<file path="config.mk">
export PLATFORM = sky130hd
export DESIGN_NAME = cube_drawer
export DESIGN_NICKNAME = d
export VERILOG_FILES = /design/src/rtl/cube_pkg.sv /design/src/rtl/cube_drawer.sv /design/src/rtl/cube_sequencer.sv /design/src/rtl/vertex_builder.sv /design/src/rtl/cube_face_table.sv
export VERILOG_INCLUDE_DIRS = /design/src /design/src/rtl
export SDC_FILE = /design/constraint.sdc
export NUM_CORES = 1
export LEC_CHECK = 0
export ABC_CLOCK_PERIOD_IN_PS = 14200
export BUFFER_PORTS_ARGS = -buffer_cell sky130_fd_sc_hd__buf_2
export CAP_MARGIN = 20
export CORE_UTILIZATION = 35
export CTS_CLUSTER_DIAMETER = 150
export DETAILED_ROUTE_END_ITERATION = 8
export MAX_ROUTING_LAYER = met4
export PLACE_DENSITY_LB_ADDON = 0.25
export SETUP_SLACK_MARGIN = 0.05
export SLEW_MARGIN = 0
export SYNTH_ARGS = -nofsm -noshare
export SYNTH_HDL_FRONTEND = slang
export SYNTH_HIERARCHICAL = 1
export SYNTH_SLANG_ARGS = --single-unit
</file>
<file path="constraint.sdc">
create_clock -name clk_in -period 14.2 [get_ports clk_in]
set_input_delay 0.71 -clock clk_in [delete_from_list [all_inputs] [get_ports clk_in]]
set_output_delay 0.71 -clock clk_in [all_outputs]
set_load 0.005 [all_outputs]
</file>
<file path="src/rtl/cube_consts.svh">
`ifndef CUBE_CONSTS_SVH
`define CUBE_CONSTS_SVH

// signed Q16.16 coordinate
`define CUBE_COORD_WIDTH 32

// normal component, one of -1, 0, +1
`define CUBE_NORMAL_WIDTH 2

`define CUBE_TRI_COUNT 12
`define CUBE_INDEX_WIDTH 4

// edge length, 1.0 in Q16.16
`define CUBE_EDGE 32'h0001_0000

`define CUBE_TRI_CREDITS 4  // triangles the consumer can hold
`define CUBE_CREDIT_WIDTH 3

`endif
</file>
<file path="src/rtl/cube_pkg.sv">
`include "cube_consts.svh"

package cube_pkg;

    typedef logic signed [`CUBE_COORD_WIDTH-1:0] coord_t;

    typedef logic signed [`CUBE_NORMAL_WIDTH-1:0] normal_t;

    typedef logic [`CUBE_INDEX_WIDTH-1:0] tri_index_t;

    // msb first: v0 x,y,z then v1 x,y,z then v2 x,y,z
    // set bit means corner plus edge on that axis
    typedef logic [8:0] vertex_offsets_t;

    typedef logic [`CUBE_CREDIT_WIDTH-1:0] credit_t;

    typedef enum logic [1:0] {
        IDLE,
        EMIT,
        DONE
    } draw_state_t;

endpackage

</file>
<file path="src/rtl/cube_drawer.sv">
`timescale 1ns/1ps

module cube_drawer (
    input logic clk_in,
    input logic rst_in,
    input logic start,
    input cube_pkg::coord_t x_corner,
    input cube_pkg::coord_t y_corner,
    input cube_pkg::coord_t z_corner,
    input logic credit_return,
    output logic tri_valid,
    output cube_pkg::tri_index_t tri_index,
    output cube_pkg::coord_t v0_x,
    output cube_pkg::coord_t v0_y,
    output cube_pkg::coord_t v0_z,
    output cube_pkg::coord_t v1_x,
    output cube_pkg::coord_t v1_y,
    output cube_pkg::coord_t v1_z,
    output cube_pkg::coord_t v2_x,
    output cube_pkg::coord_t v2_y,
    output cube_pkg::coord_t v2_z,
    output cube_pkg::normal_t normal_x,
    output cube_pkg::normal_t normal_y,
    output cube_pkg::normal_t normal_z,
    output logic busy,
    output logic done
);

    logic load;
    logic emit;
    cube_pkg::tri_index_t seq_index;
    cube_pkg::vertex_offsets_t offsets;
    cube_pkg::normal_t tbl_normal_x, tbl_normal_y, tbl_normal_z;

    cube_sequencer u_sequencer (
        .clk_in(clk_in),
        .rst_in(rst_in),
        .start(start),
        .credit_return(credit_return),
        .load(load),
        .emit(emit),
        .index(seq_index),
        .busy(busy),
        .done(done)
    );

    cube_face_table u_table (
        .index(seq_index),
        .offsets(offsets),
        .normal_x(tbl_normal_x),
        .normal_y(tbl_normal_y),
        .normal_z(tbl_normal_z)
    );

    // output stage, index travels with the vertex data
    vertex_builder u_builder (
        .clk_in(clk_in),
        .rst_in(rst_in),
        .load(load),
        .emit(emit),
        .x_corner(x_corner),
        .y_corner(y_corner),
        .z_corner(z_corner),
        .index(seq_index),
        .offsets(offsets),
        .normal_x(tbl_normal_x),
        .normal_y(tbl_normal_y),
        .normal_z(tbl_normal_z),
        .tri_valid(tri_valid),
        .tri_index(tri_index),
        .v0_x(v0_x),
        .v0_y(v0_y),
        .v0_z(v0_z),
        .v1_x(v1_x),
        .v1_y(v1_y),
        .v1_z(v1_z),
        .v2_x(v2_x),
        .v2_y(v2_y),
        .v2_z(v2_z),
        .normal_x_out(normal_x),
        .normal_y_out(normal_y),
        .normal_z_out(normal_z)
    );

endmodule

</file>
<file path="src/rtl/cube_sequencer.sv">
`timescale 1ns/1ps
`include "cube_consts.svh"

module cube_sequencer (
    input logic clk_in,
    input logic rst_in,
    input logic start,
    input logic credit_return,
    output logic load,
    output logic emit,
    output cube_pkg::tri_index_t index,
    output logic busy,
    output logic done
);

    cube_pkg::draw_state_t state;
    cube_pkg::credit_t credits;
    logic last_tri;

    // start only seen while not busy, DONE counts as idle
    assign load = (state != cube_pkg::EMIT) && start;
    assign emit = (state == cube_pkg::EMIT) && (credits != '0);
    assign last_tri = (index == cube_pkg::tri_index_t'(`CUBE_TRI_COUNT - 1));

    assign busy = (state == cube_pkg::EMIT);
    assign done = (state == cube_pkg::DONE);  // one cycle, same as last tri_valid

    always_ff @(posedge clk_in) begin
        if (rst_in) begin
            state <= cube_pkg::IDLE;
            index <= '0;
        end else begin
            case (state)
                cube_pkg::IDLE: begin
                    index <= '0;
                    if (start) begin
                        state <= cube_pkg::EMIT;
                    end
                end
                cube_pkg::EMIT: begin
                    // no credit means hold here with index unchanged
                    if (emit) begin
                        if (last_tri) begin
                            state <= cube_pkg::DONE;
                        end else begin
                            index <= index + 1'b1;
                        end
                    end
                end
                cube_pkg::DONE: begin
                    if (start) begin
                        state <= cube_pkg::EMIT;  // back to back draw
                        index <= '0;
                    end else begin
                        state <= cube_pkg::IDLE;
                    end
                end
                default: begin
                    state <= cube_pkg::IDLE;
                end
            endcase
        end
    end

    // one credit per slot at the consumer
    always_ff @(posedge clk_in) begin
        if (rst_in) begin
            credits <= cube_pkg::credit_t'(`CUBE_TRI_CREDITS);
        end else if (emit && !credit_return) begin
            credits <= credits - 1'b1;
        end else if (!emit && credit_return) begin
            credits <= credits + 1'b1;
        end
    end

endmodule

</file>
<file path="src/rtl/vertex_builder.sv">
`timescale 1ns/1ps
`include "cube_consts.svh"

module vertex_builder (
    input logic clk_in,
    input logic rst_in,
    input logic load,
    input logic emit,
    input cube_pkg::coord_t x_corner,
    input cube_pkg::coord_t y_corner,
    input cube_pkg::coord_t z_corner,
    input cube_pkg::tri_index_t index,
    input cube_pkg::vertex_offsets_t offsets,
    input cube_pkg::normal_t normal_x,
    input cube_pkg::normal_t normal_y,
    input cube_pkg::normal_t normal_z,
    output logic tri_valid,
    output cube_pkg::tri_index_t tri_index,
    output cube_pkg::coord_t v0_x,
    output cube_pkg::coord_t v0_y,
    output cube_pkg::coord_t v0_z,
    output cube_pkg::coord_t v1_x,
    output cube_pkg::coord_t v1_y,
    output cube_pkg::coord_t v1_z,
    output cube_pkg::coord_t v2_x,
    output cube_pkg::coord_t v2_y,
    output cube_pkg::coord_t v2_z,
    output cube_pkg::normal_t normal_x_out,
    output cube_pkg::normal_t normal_y_out,
    output cube_pkg::normal_t normal_z_out
);

    cube_pkg::coord_t x_base, y_base, z_base;  // corner held for the whole draw

    // wraps on overflow
    function automatic cube_pkg::coord_t place(input cube_pkg::coord_t base, input logic sel);
        place = sel ? base + cube_pkg::coord_t'(`CUBE_EDGE) : base;
    endfunction

    always_ff @(posedge clk_in) begin
        if (load) begin
            x_base <= x_corner;
            y_base <= y_corner;
            z_base <= z_corner;
        end
    end

    always_ff @(posedge clk_in) begin
        if (emit) begin
            tri_index <= index;
            v0_x <= place(x_base, offsets[8]);
            v0_y <= place(y_base, offsets[7]);
            v0_z <= place(z_base, offsets[6]);
            v1_x <= place(x_base, offsets[5]);
            v1_y <= place(y_base, offsets[4]);
            v1_z <= place(z_base, offsets[3]);
            v2_x <= place(x_base, offsets[2]);
            v2_y <= place(y_base, offsets[1]);
            v2_z <= place(z_base, offsets[0]);
            normal_x_out <= normal_x;
            normal_y_out <= normal_y;
            normal_z_out <= normal_z;
        end
    end

    always_ff @(posedge clk_in) begin
        if (rst_in) begin
            tri_valid <= 1'b0;
        end else begin
            tri_valid <= emit;  // one cycle per triangle
        end
    end

endmodule

</file>
<file path="src/rtl/cube_face_table.sv">
`timescale 1ns/1ps

module cube_face_table (
    input cube_pkg::tri_index_t index,
    output cube_pkg::vertex_offsets_t offsets,
    output cube_pkg::normal_t normal_x,
    output cube_pkg::normal_t normal_y,
    output cube_pkg::normal_t normal_z
);

    localparam cube_pkg::normal_t POS = 2'sb01;
    localparam cube_pkg::normal_t NEG = 2'sb11;

    logic [2:0] face;

    assign face = index[3:1];  // two triangles per face

    // corner selection per vertex in v0_v1_v2 order
    always_comb begin
        case (index)
            4'd0: offsets = 9'b000_010_100;   // z low
            4'd1: offsets = 9'b110_100_010;
            4'd2: offsets = 9'b000_100_001;   // y low
            4'd3: offsets = 9'b101_001_100;
            4'd4: offsets = 9'b000_001_010;   // x low
            4'd5: offsets = 9'b011_010_001;
            4'd6: offsets = 9'b111_011_101;   // z high
            4'd7: offsets = 9'b001_101_011;
            4'd8: offsets = 9'b111_110_011;   // y high
            4'd9: offsets = 9'b010_011_110;
            4'd10: offsets = 9'b111_101_110;  // x high
            4'd11: offsets = 9'b100_110_101;
            default: offsets = '0;
        endcase
    end

    // both z faces carry inward normals
    always_comb begin
        normal_x = '0;
        normal_y = '0;
        normal_z = '0;
        case (face)
            3'd0: begin
                normal_z = POS;
            end
            3'd1: begin
                normal_y = NEG;
            end
            3'd2: begin
                normal_x = NEG;
            end
            3'd3: begin
                normal_z = NEG;
            end
            3'd4: begin
                normal_y = POS;
            end
            3'd5: begin
                normal_x = POS;
            end
            default: begin
                normal_x = '0;
            end
        endcase
    end

endmodule

</file>
Yosys cells after proc, flatten, opt, wreduce, memory -nomap -nowiden. Memories as Yosys holds them, arrays and structs flattened. A register that Yosys moved wholly into a read port is not among the register bits. Index checks and enable logic that the tools add are counted.

Add/subtract/negate cells: 6. Eq/ne operators: 14. Muxes and demuxes: 25. Reductions and logical operators: 13.

Operator list (number): 32-bit two-way mux (9); 32-bit by 18-bit adder with 32-bit output (second input constant) (3); 4-bit two-way mux (5); 2-bit one-hot mux with 2 select lines (3); 4-bit one-hot mux with 3 select lines (1); 3-bit by 2-bit equality test with 1-bit output (second input constant) (2); 3-bit equality test (second input constant) (2); 2-bit two-way mux (3); 3-bit two-way mux (2); 2-bit by 1-bit != test with 1-bit output (second input constant) (3); 2-bit != test (second input constant) (3); 2-bit one-hot mux with 3 select lines (1); 3-bit nonzero test (2); 4-bit by 1-bit adder with 4-bit output (second input constant) (1); 4-bit equality test (second input constant) (1); 1-bit logical AND (4); 4-bit AND reduction (1); 3-bit by 1-bit adder with 3-bit output (second input constant) (1); 3-bit by 1-bit equality test with 1-bit output (second input constant) (1); 3-bit zero test (1); 3-bit AND reduction (1); 3-bit by 1-bit subtractor with 3-bit output (second input constant) (1); 2-bit by 1-bit equality test with 1-bit output (second input constant) (1); 2-bit equality test (second input constant) (1); other kinds (4) (5).

Flip-flop bits (word level): 404. Bits in read-only memories: 144. Input port bits: 100. Output and inout port bits: 301. Word-level logic and storage cells: 79. Memories kept: 1.

Memory list: (no name shown) (depth 16, width 9, rd ports 1, clocked after memory_dff 1, wr ports 0, RTL line cube_face_table.sv:20) `case (index)`.

Logic depth before layout (Yosys ltp).
Depth in word-level cells: 6. Depth in mapped cells: 10. Mapped depth without buffers: 8.

Cells and area by module. The synthesis kept the hierarchy.

Modules (own cells, without submodules): vertex_builder (instances 1, cells each 769, area each 12152.9 um^2, sequential area each 8968.6 um^2); cube_sequencer (instances 1, cells each 58, area each 515.5 um^2, sequential area each 180.2 um^2); cube_face_table (instances 1, cells each 50, area each 324.1 um^2, sequential area each 0.0 um^2).

Worst setup path before layout. No wires, ideal clock.

Path kind: flip-flop to flip-flop. From: register u_sequencer.state[0]. To: register u_sequencer.credits[2]. Setup time: 0.062 ns. Arrival: 11.154 ns. Data required time: 14.138 ns. Setup slack: 2.984 ns. Stages on the path, launching flop included: 10. Path buffers: 1. Clock period less this slack: 11.216 ns. Cells stage by stage: dfxtp_1 -> buf_2 -> nand2b_1 -> nor2_1 -> ha_1 -> inv_1 -> fa_1 -> xor2_1 -> or3_1 -> nand3_1.

Longest elaborated chain between the ends: 5. Elaborated cells between the ends (all ways): 7. Classes of those cells: eq/ne: 1; mux: 1; reduce/logical: 5.

RTL lines: start: declaration (RTL line cube_sequencer.sv:16) `cube_pkg::draw_state_t state;`; start signal: assignment (RTL line cube_sequencer.sv:30) `state <= cube_pkg::IDLE;`; start signal: assignment (RTL line cube_sequencer.sv:37) `state <= cube_pkg::EMIT;`; start signal: assignment (RTL line cube_sequencer.sv:44) `state <= cube_pkg::DONE;`; 2-bit by 1-bit equality test with 1-bit output * (RTL line cube_sequencer.sv:22) `assign emit = (state == cube_pkg::EMIT) && (credits != '0);`; 1-bit logical AND * (RTL line cube_sequencer.sv:22); named net emit (RTL line cube_drawer.sv:30) `logic emit;`; 1-bit zero test (RTL line cube_sequencer.sv:71) `end else if (!emit && credit_return) begin`; 1-bit logical AND (RTL line cube_sequencer.sv:71); 2-bit nonzero test (no line); end signal: assignment (RTL line cube_sequencer.sv:68) `` credits <= cube_pkg::credit_t'(`CUBE_TRI_CREDITS); ``; end signal: assignment (RTL line cube_sequencer.sv:70) `credits <= credits - 1'b1;`; end signal: assignment (RTL line cube_sequencer.sv:72) `credits <= credits + 1'b1;`; end: declaration (RTL line cube_sequencer.sv:17) `cube_pkg::credit_t credits;`.

The timed path passes the listed nets; every way through them passes the cells marked *. A chain may end at the register's enable or synchronous reset.

Final worst setup path.
From: register u_sequencer.state[0]. To: register u_builder.v0_y[17] (enable).

Longest elaborated chain between the ends: 2.

RTL lines: 2-bit by 1-bit equality test with 1-bit output (RTL line cube_sequencer.sv:22); 1-bit logical AND (RTL line cube_sequencer.sv:22); named net emit (RTL line cube_drawer.sv:30); end signal: assignment (RTL line vertex_builder.sv:52) `v0_y <= place(y_base, offsets[7]);`; end: declaration (RTL line vertex_builder.sv:20) `output cube_pkg::coord_t v0_y,`.

The timed path passes the listed nets, and every way through them passes these cells.

==> reports/results.txt <==
status: complete, no violations
sequential element share of the synthesized area: 70.4%
unrepaired setup endpoints after global routing: no
clock tree buffer depth: 3
reg2reg path depth: 3
Tcrit/Tclk final: 20.6%
Avg Cell Area, Syn: 14.8 um2
Post-DP HPWL: 21.6 mm
Pwr per Cell Area: 137 nW/um2
fill count: 3394
largest stage delay on the critical path: 0.79 ns
grt ovf: 0
CTS buffer count: 35
worst slew pin tran: 1.32 ns
clk_lat worst skew: 0.52 ns
Ports: 401
Post-synth ARST share: 0%
Gate power share: 9.1%
Placed Area: 14700 um2
Syn Inst Count: 877
Post-CTS Setup Bufs: 0
vias in the first global route: 7526
Sink Count: 308
final setup fails: 0
via count: 7690
VDD IR-drop max: 0.0000908 V
CP startpoint kind: flop
via density per instance: 4.59
CTS H-Tree Depth: 2
crit path max-delay cell type: nor2_4
total power: 2.16 mW
core area: 36600 um2
Sw Pwr: 0.506 mW
row cnt: 70
WS Path Type: reg2reg
die extent in x: 195 um
CTS tree: done
Unique masters post-synth: 52
Die Y: 195 um
Initial Utilization: 35.5%
Seq cells post-synth: 308
Root Driver: clkbuf_16
first-pass GRT wire length: 45.4 mm
DRC Markers: 0
Yosys warning count: 6
Post-synth EDFFs: 298
IO buf count: 400
WL final: 30.9 mm
First-pass DRT Iterations: 4
Clk pwr share: 38.5%
final hold vios: 0
final-report max-slew violation count: 0
post-cts sizing count: 0
Crit. End Element: flop
Hold Path Stages: 1
ys flop type: edfxtp_1
Clock Skews: 0.0142 ns
Max-slew headroom: 12.3%
Final GP Congestion: 0.800
achievable frequency: 0.341 GHz
crit path time final: 2.93 ns
Hold WC Path Type: in2reg
Setup TNS: 0 ns
Worst EP required: 14.31 ns
share of cells above drive strength 1: 39.4%
cell-internal power: 1.66 mW
Syn Nets: 988
NumNets Final: 1291
Max Cap Viol: 0
Post-Syn Area: 13000 um2
CP arrival: 3.05 ns
Area growth, synth to finish: 21.2%
initial antenna violation count: 5
P_leak: 5.98 nW
Post-Layout Inst Area: 15700 um2
Clock transition at path regs: 0.06 ns
initial DRC count: 374
Sw Ratio: 23.4%
power share of the sequential group: 52.4%
die area: 37900 um2
crit path max fanout: 172
all-layer global routing usage: 16.4%
DRT antenna net count: 0
largest net degree at the start of global routing: 173
Cell Chain, Critical Path: nand2b_1 -> nor2_4 -> buf_12
drt wl/cell: 18.4 um
CTS Hold Buffers Added: 0
kinds of logic (layout without fill, tap and decap cells):
family | after synthesis | after routing | share of synthesized area, %
DFF | 308 | 308 | 70.4
buffers and inverters | 154 | 479 | 7.84
AOI/OAI and AO/OA | 25 | 25 | 1.36
and+or+nand+nor | 228 | 228 | 8.89
xor gates and xnor gates | 139 | 139 | 9.37
muxes | 12 | 12 | 1.01
other | 0 | 5 | 0
adders and majority gates | 11 | 11 | 1.12
worst paths after layout:
path                            slack [ns]            startpoint                    to
worst max register to register       11.27  u_sequencer/state[0]    u_builder/v0_y[17]
worst min register to register        0.41  u_builder/x_base[12]    u_builder/v0_x[12]
worst min-delay path                  0.36          z_corner[16]  u_builder/z_base[16]
worst max-delay path                 11.27  u_sequencer/state[0]    u_builder/v0_y[17]
placed cells by master (no fill, tap or decap), types with 3 or more instances in the layout:
| master | n |
|---|---|
| xnor2_1 | 109 |
| a21oi_1 | 3 |
| mux2_2 | 9 |
| xor2_1 | 30 |
| mux2i_1 | 3 |
| dfxtp_1 | 10 |
| clkbuf_1 | 11 |
| nand2b_1 | 3 |
| clkbuf_16 | 36 |
| buf_2 | 400 |
| nor2b_1 | 6 |
| nor3_1 | 10 |
| o21ai_1 | 5 |
| nor2_1 | 31 |
| edfxtp_1 | 298 |
| and3_1 | 15 |
| nand4_1 | 34 |
| and4_1 | 3 |
| and2_1 | 5 |
| o211ai_1 | 5 |
| buf_4 | 7 |
| nand2_1 | 82 |
| clkinv_2 | 3 |
| diode_2 | 5 |
| clkinv_1 | 4 |
| inv_1 | 11 |
| ha_1 | 10 |
| nand3_1 | 24 |
critical path, delay by kind of cell (launching register included):
| family | cells | cell delay, ns |
|---|---|---|
| DFF | 1 | 0.49 |
| and+or+nand+nor | 2 | 1.01 |
| buffers and inverters | 1 | 0.52 |
metal layers:
metal | up-vias | track usage, % | part of all wire (%) | wire [um]
met2 | 291 | 28.6 | 51 | 15800
li1 | 3633 | - | - | -
met5 | - | - | 0 | 0
met3 | 51 | 4.81 | 7.3 | 2250
met4 | 0 | 5.47 | 2.7 | 822
met1 | 3715 | 17.8 | 39 | 12000
Yosys cell counts (11+ instances only):
cell	number	share of area [%]
nand4_1	34	1.6
xor2_1	30	2.0
inv_1	11	0.32
xnor2_1	109	7.3
edfxtp_1	298	69
nand2_1	82	2.4
and3_1	15	0.72
nand3_1	24	0.92
buf_4	102	5.9
clkbuf_1	11	0.32
nor2_1	32	0.92
buf_2	18	0.69
registers in the layout, summed over array words and instances, names as in the netlist, 4 cells and up:
name / cells
u_builder/v0_x: 32
u_builder/v0_y: 32
u_builder/v0_z: 32
u_builder/x_base: 32
u_builder/y_base: 32
u_builder/z_base: 32
u_builder/v1_x: 16
u_builder/v1_y: 16
u_builder/v1_z: 16
u_builder/v2_x: 16
u_builder/v2_y: 16
u_builder/v2_z: 16
u_builder/tri_index: 4
u_sequencer/index: 4
through the flow:
step / setup WS, ns / instances / utilization [%] / hold slack [ns]
final: 11.27 / 1675 / 43.0 / 0.363
after global routing: 11.00 / 1675 / 43.0 / 0.332
after CTS: 11.24 / 1670 / 43.0 / 0.331
after detailed placement: 11.23 / 1611 / 40.1 / 0.405
after global placement: 11.33 / 1611 / 40.1 / 0.401
after floorplan: 2.98 / 877 / - / 0.400
power groups by stage:
stage	registers (mW)	logic [mW]	clock network (mW)
after floorplan	1.16	0.120	0
after global placement	1.15	0.199	0
after detailed placement	1.15	0.201	0
after CTS	1.14	0.201	0.862
after global routing	1.14	0.216	0.895
final	1.13	0.197	0.833
layout make-up:
cell class	instances	area, um2	share of cell area [%]
flip-flops and latches	308	9150	58.1
multi-input cells	415	2840	18.0
repair buffers	408	2070	13.2
clock buffers	47	942	5.98
diodes	5	12.5	0.0795
inverters	12	45.0	0.286
well taps	468	586	3.72
clock inverters	12	101	0.644
Power figures use the tool's default switching activity.
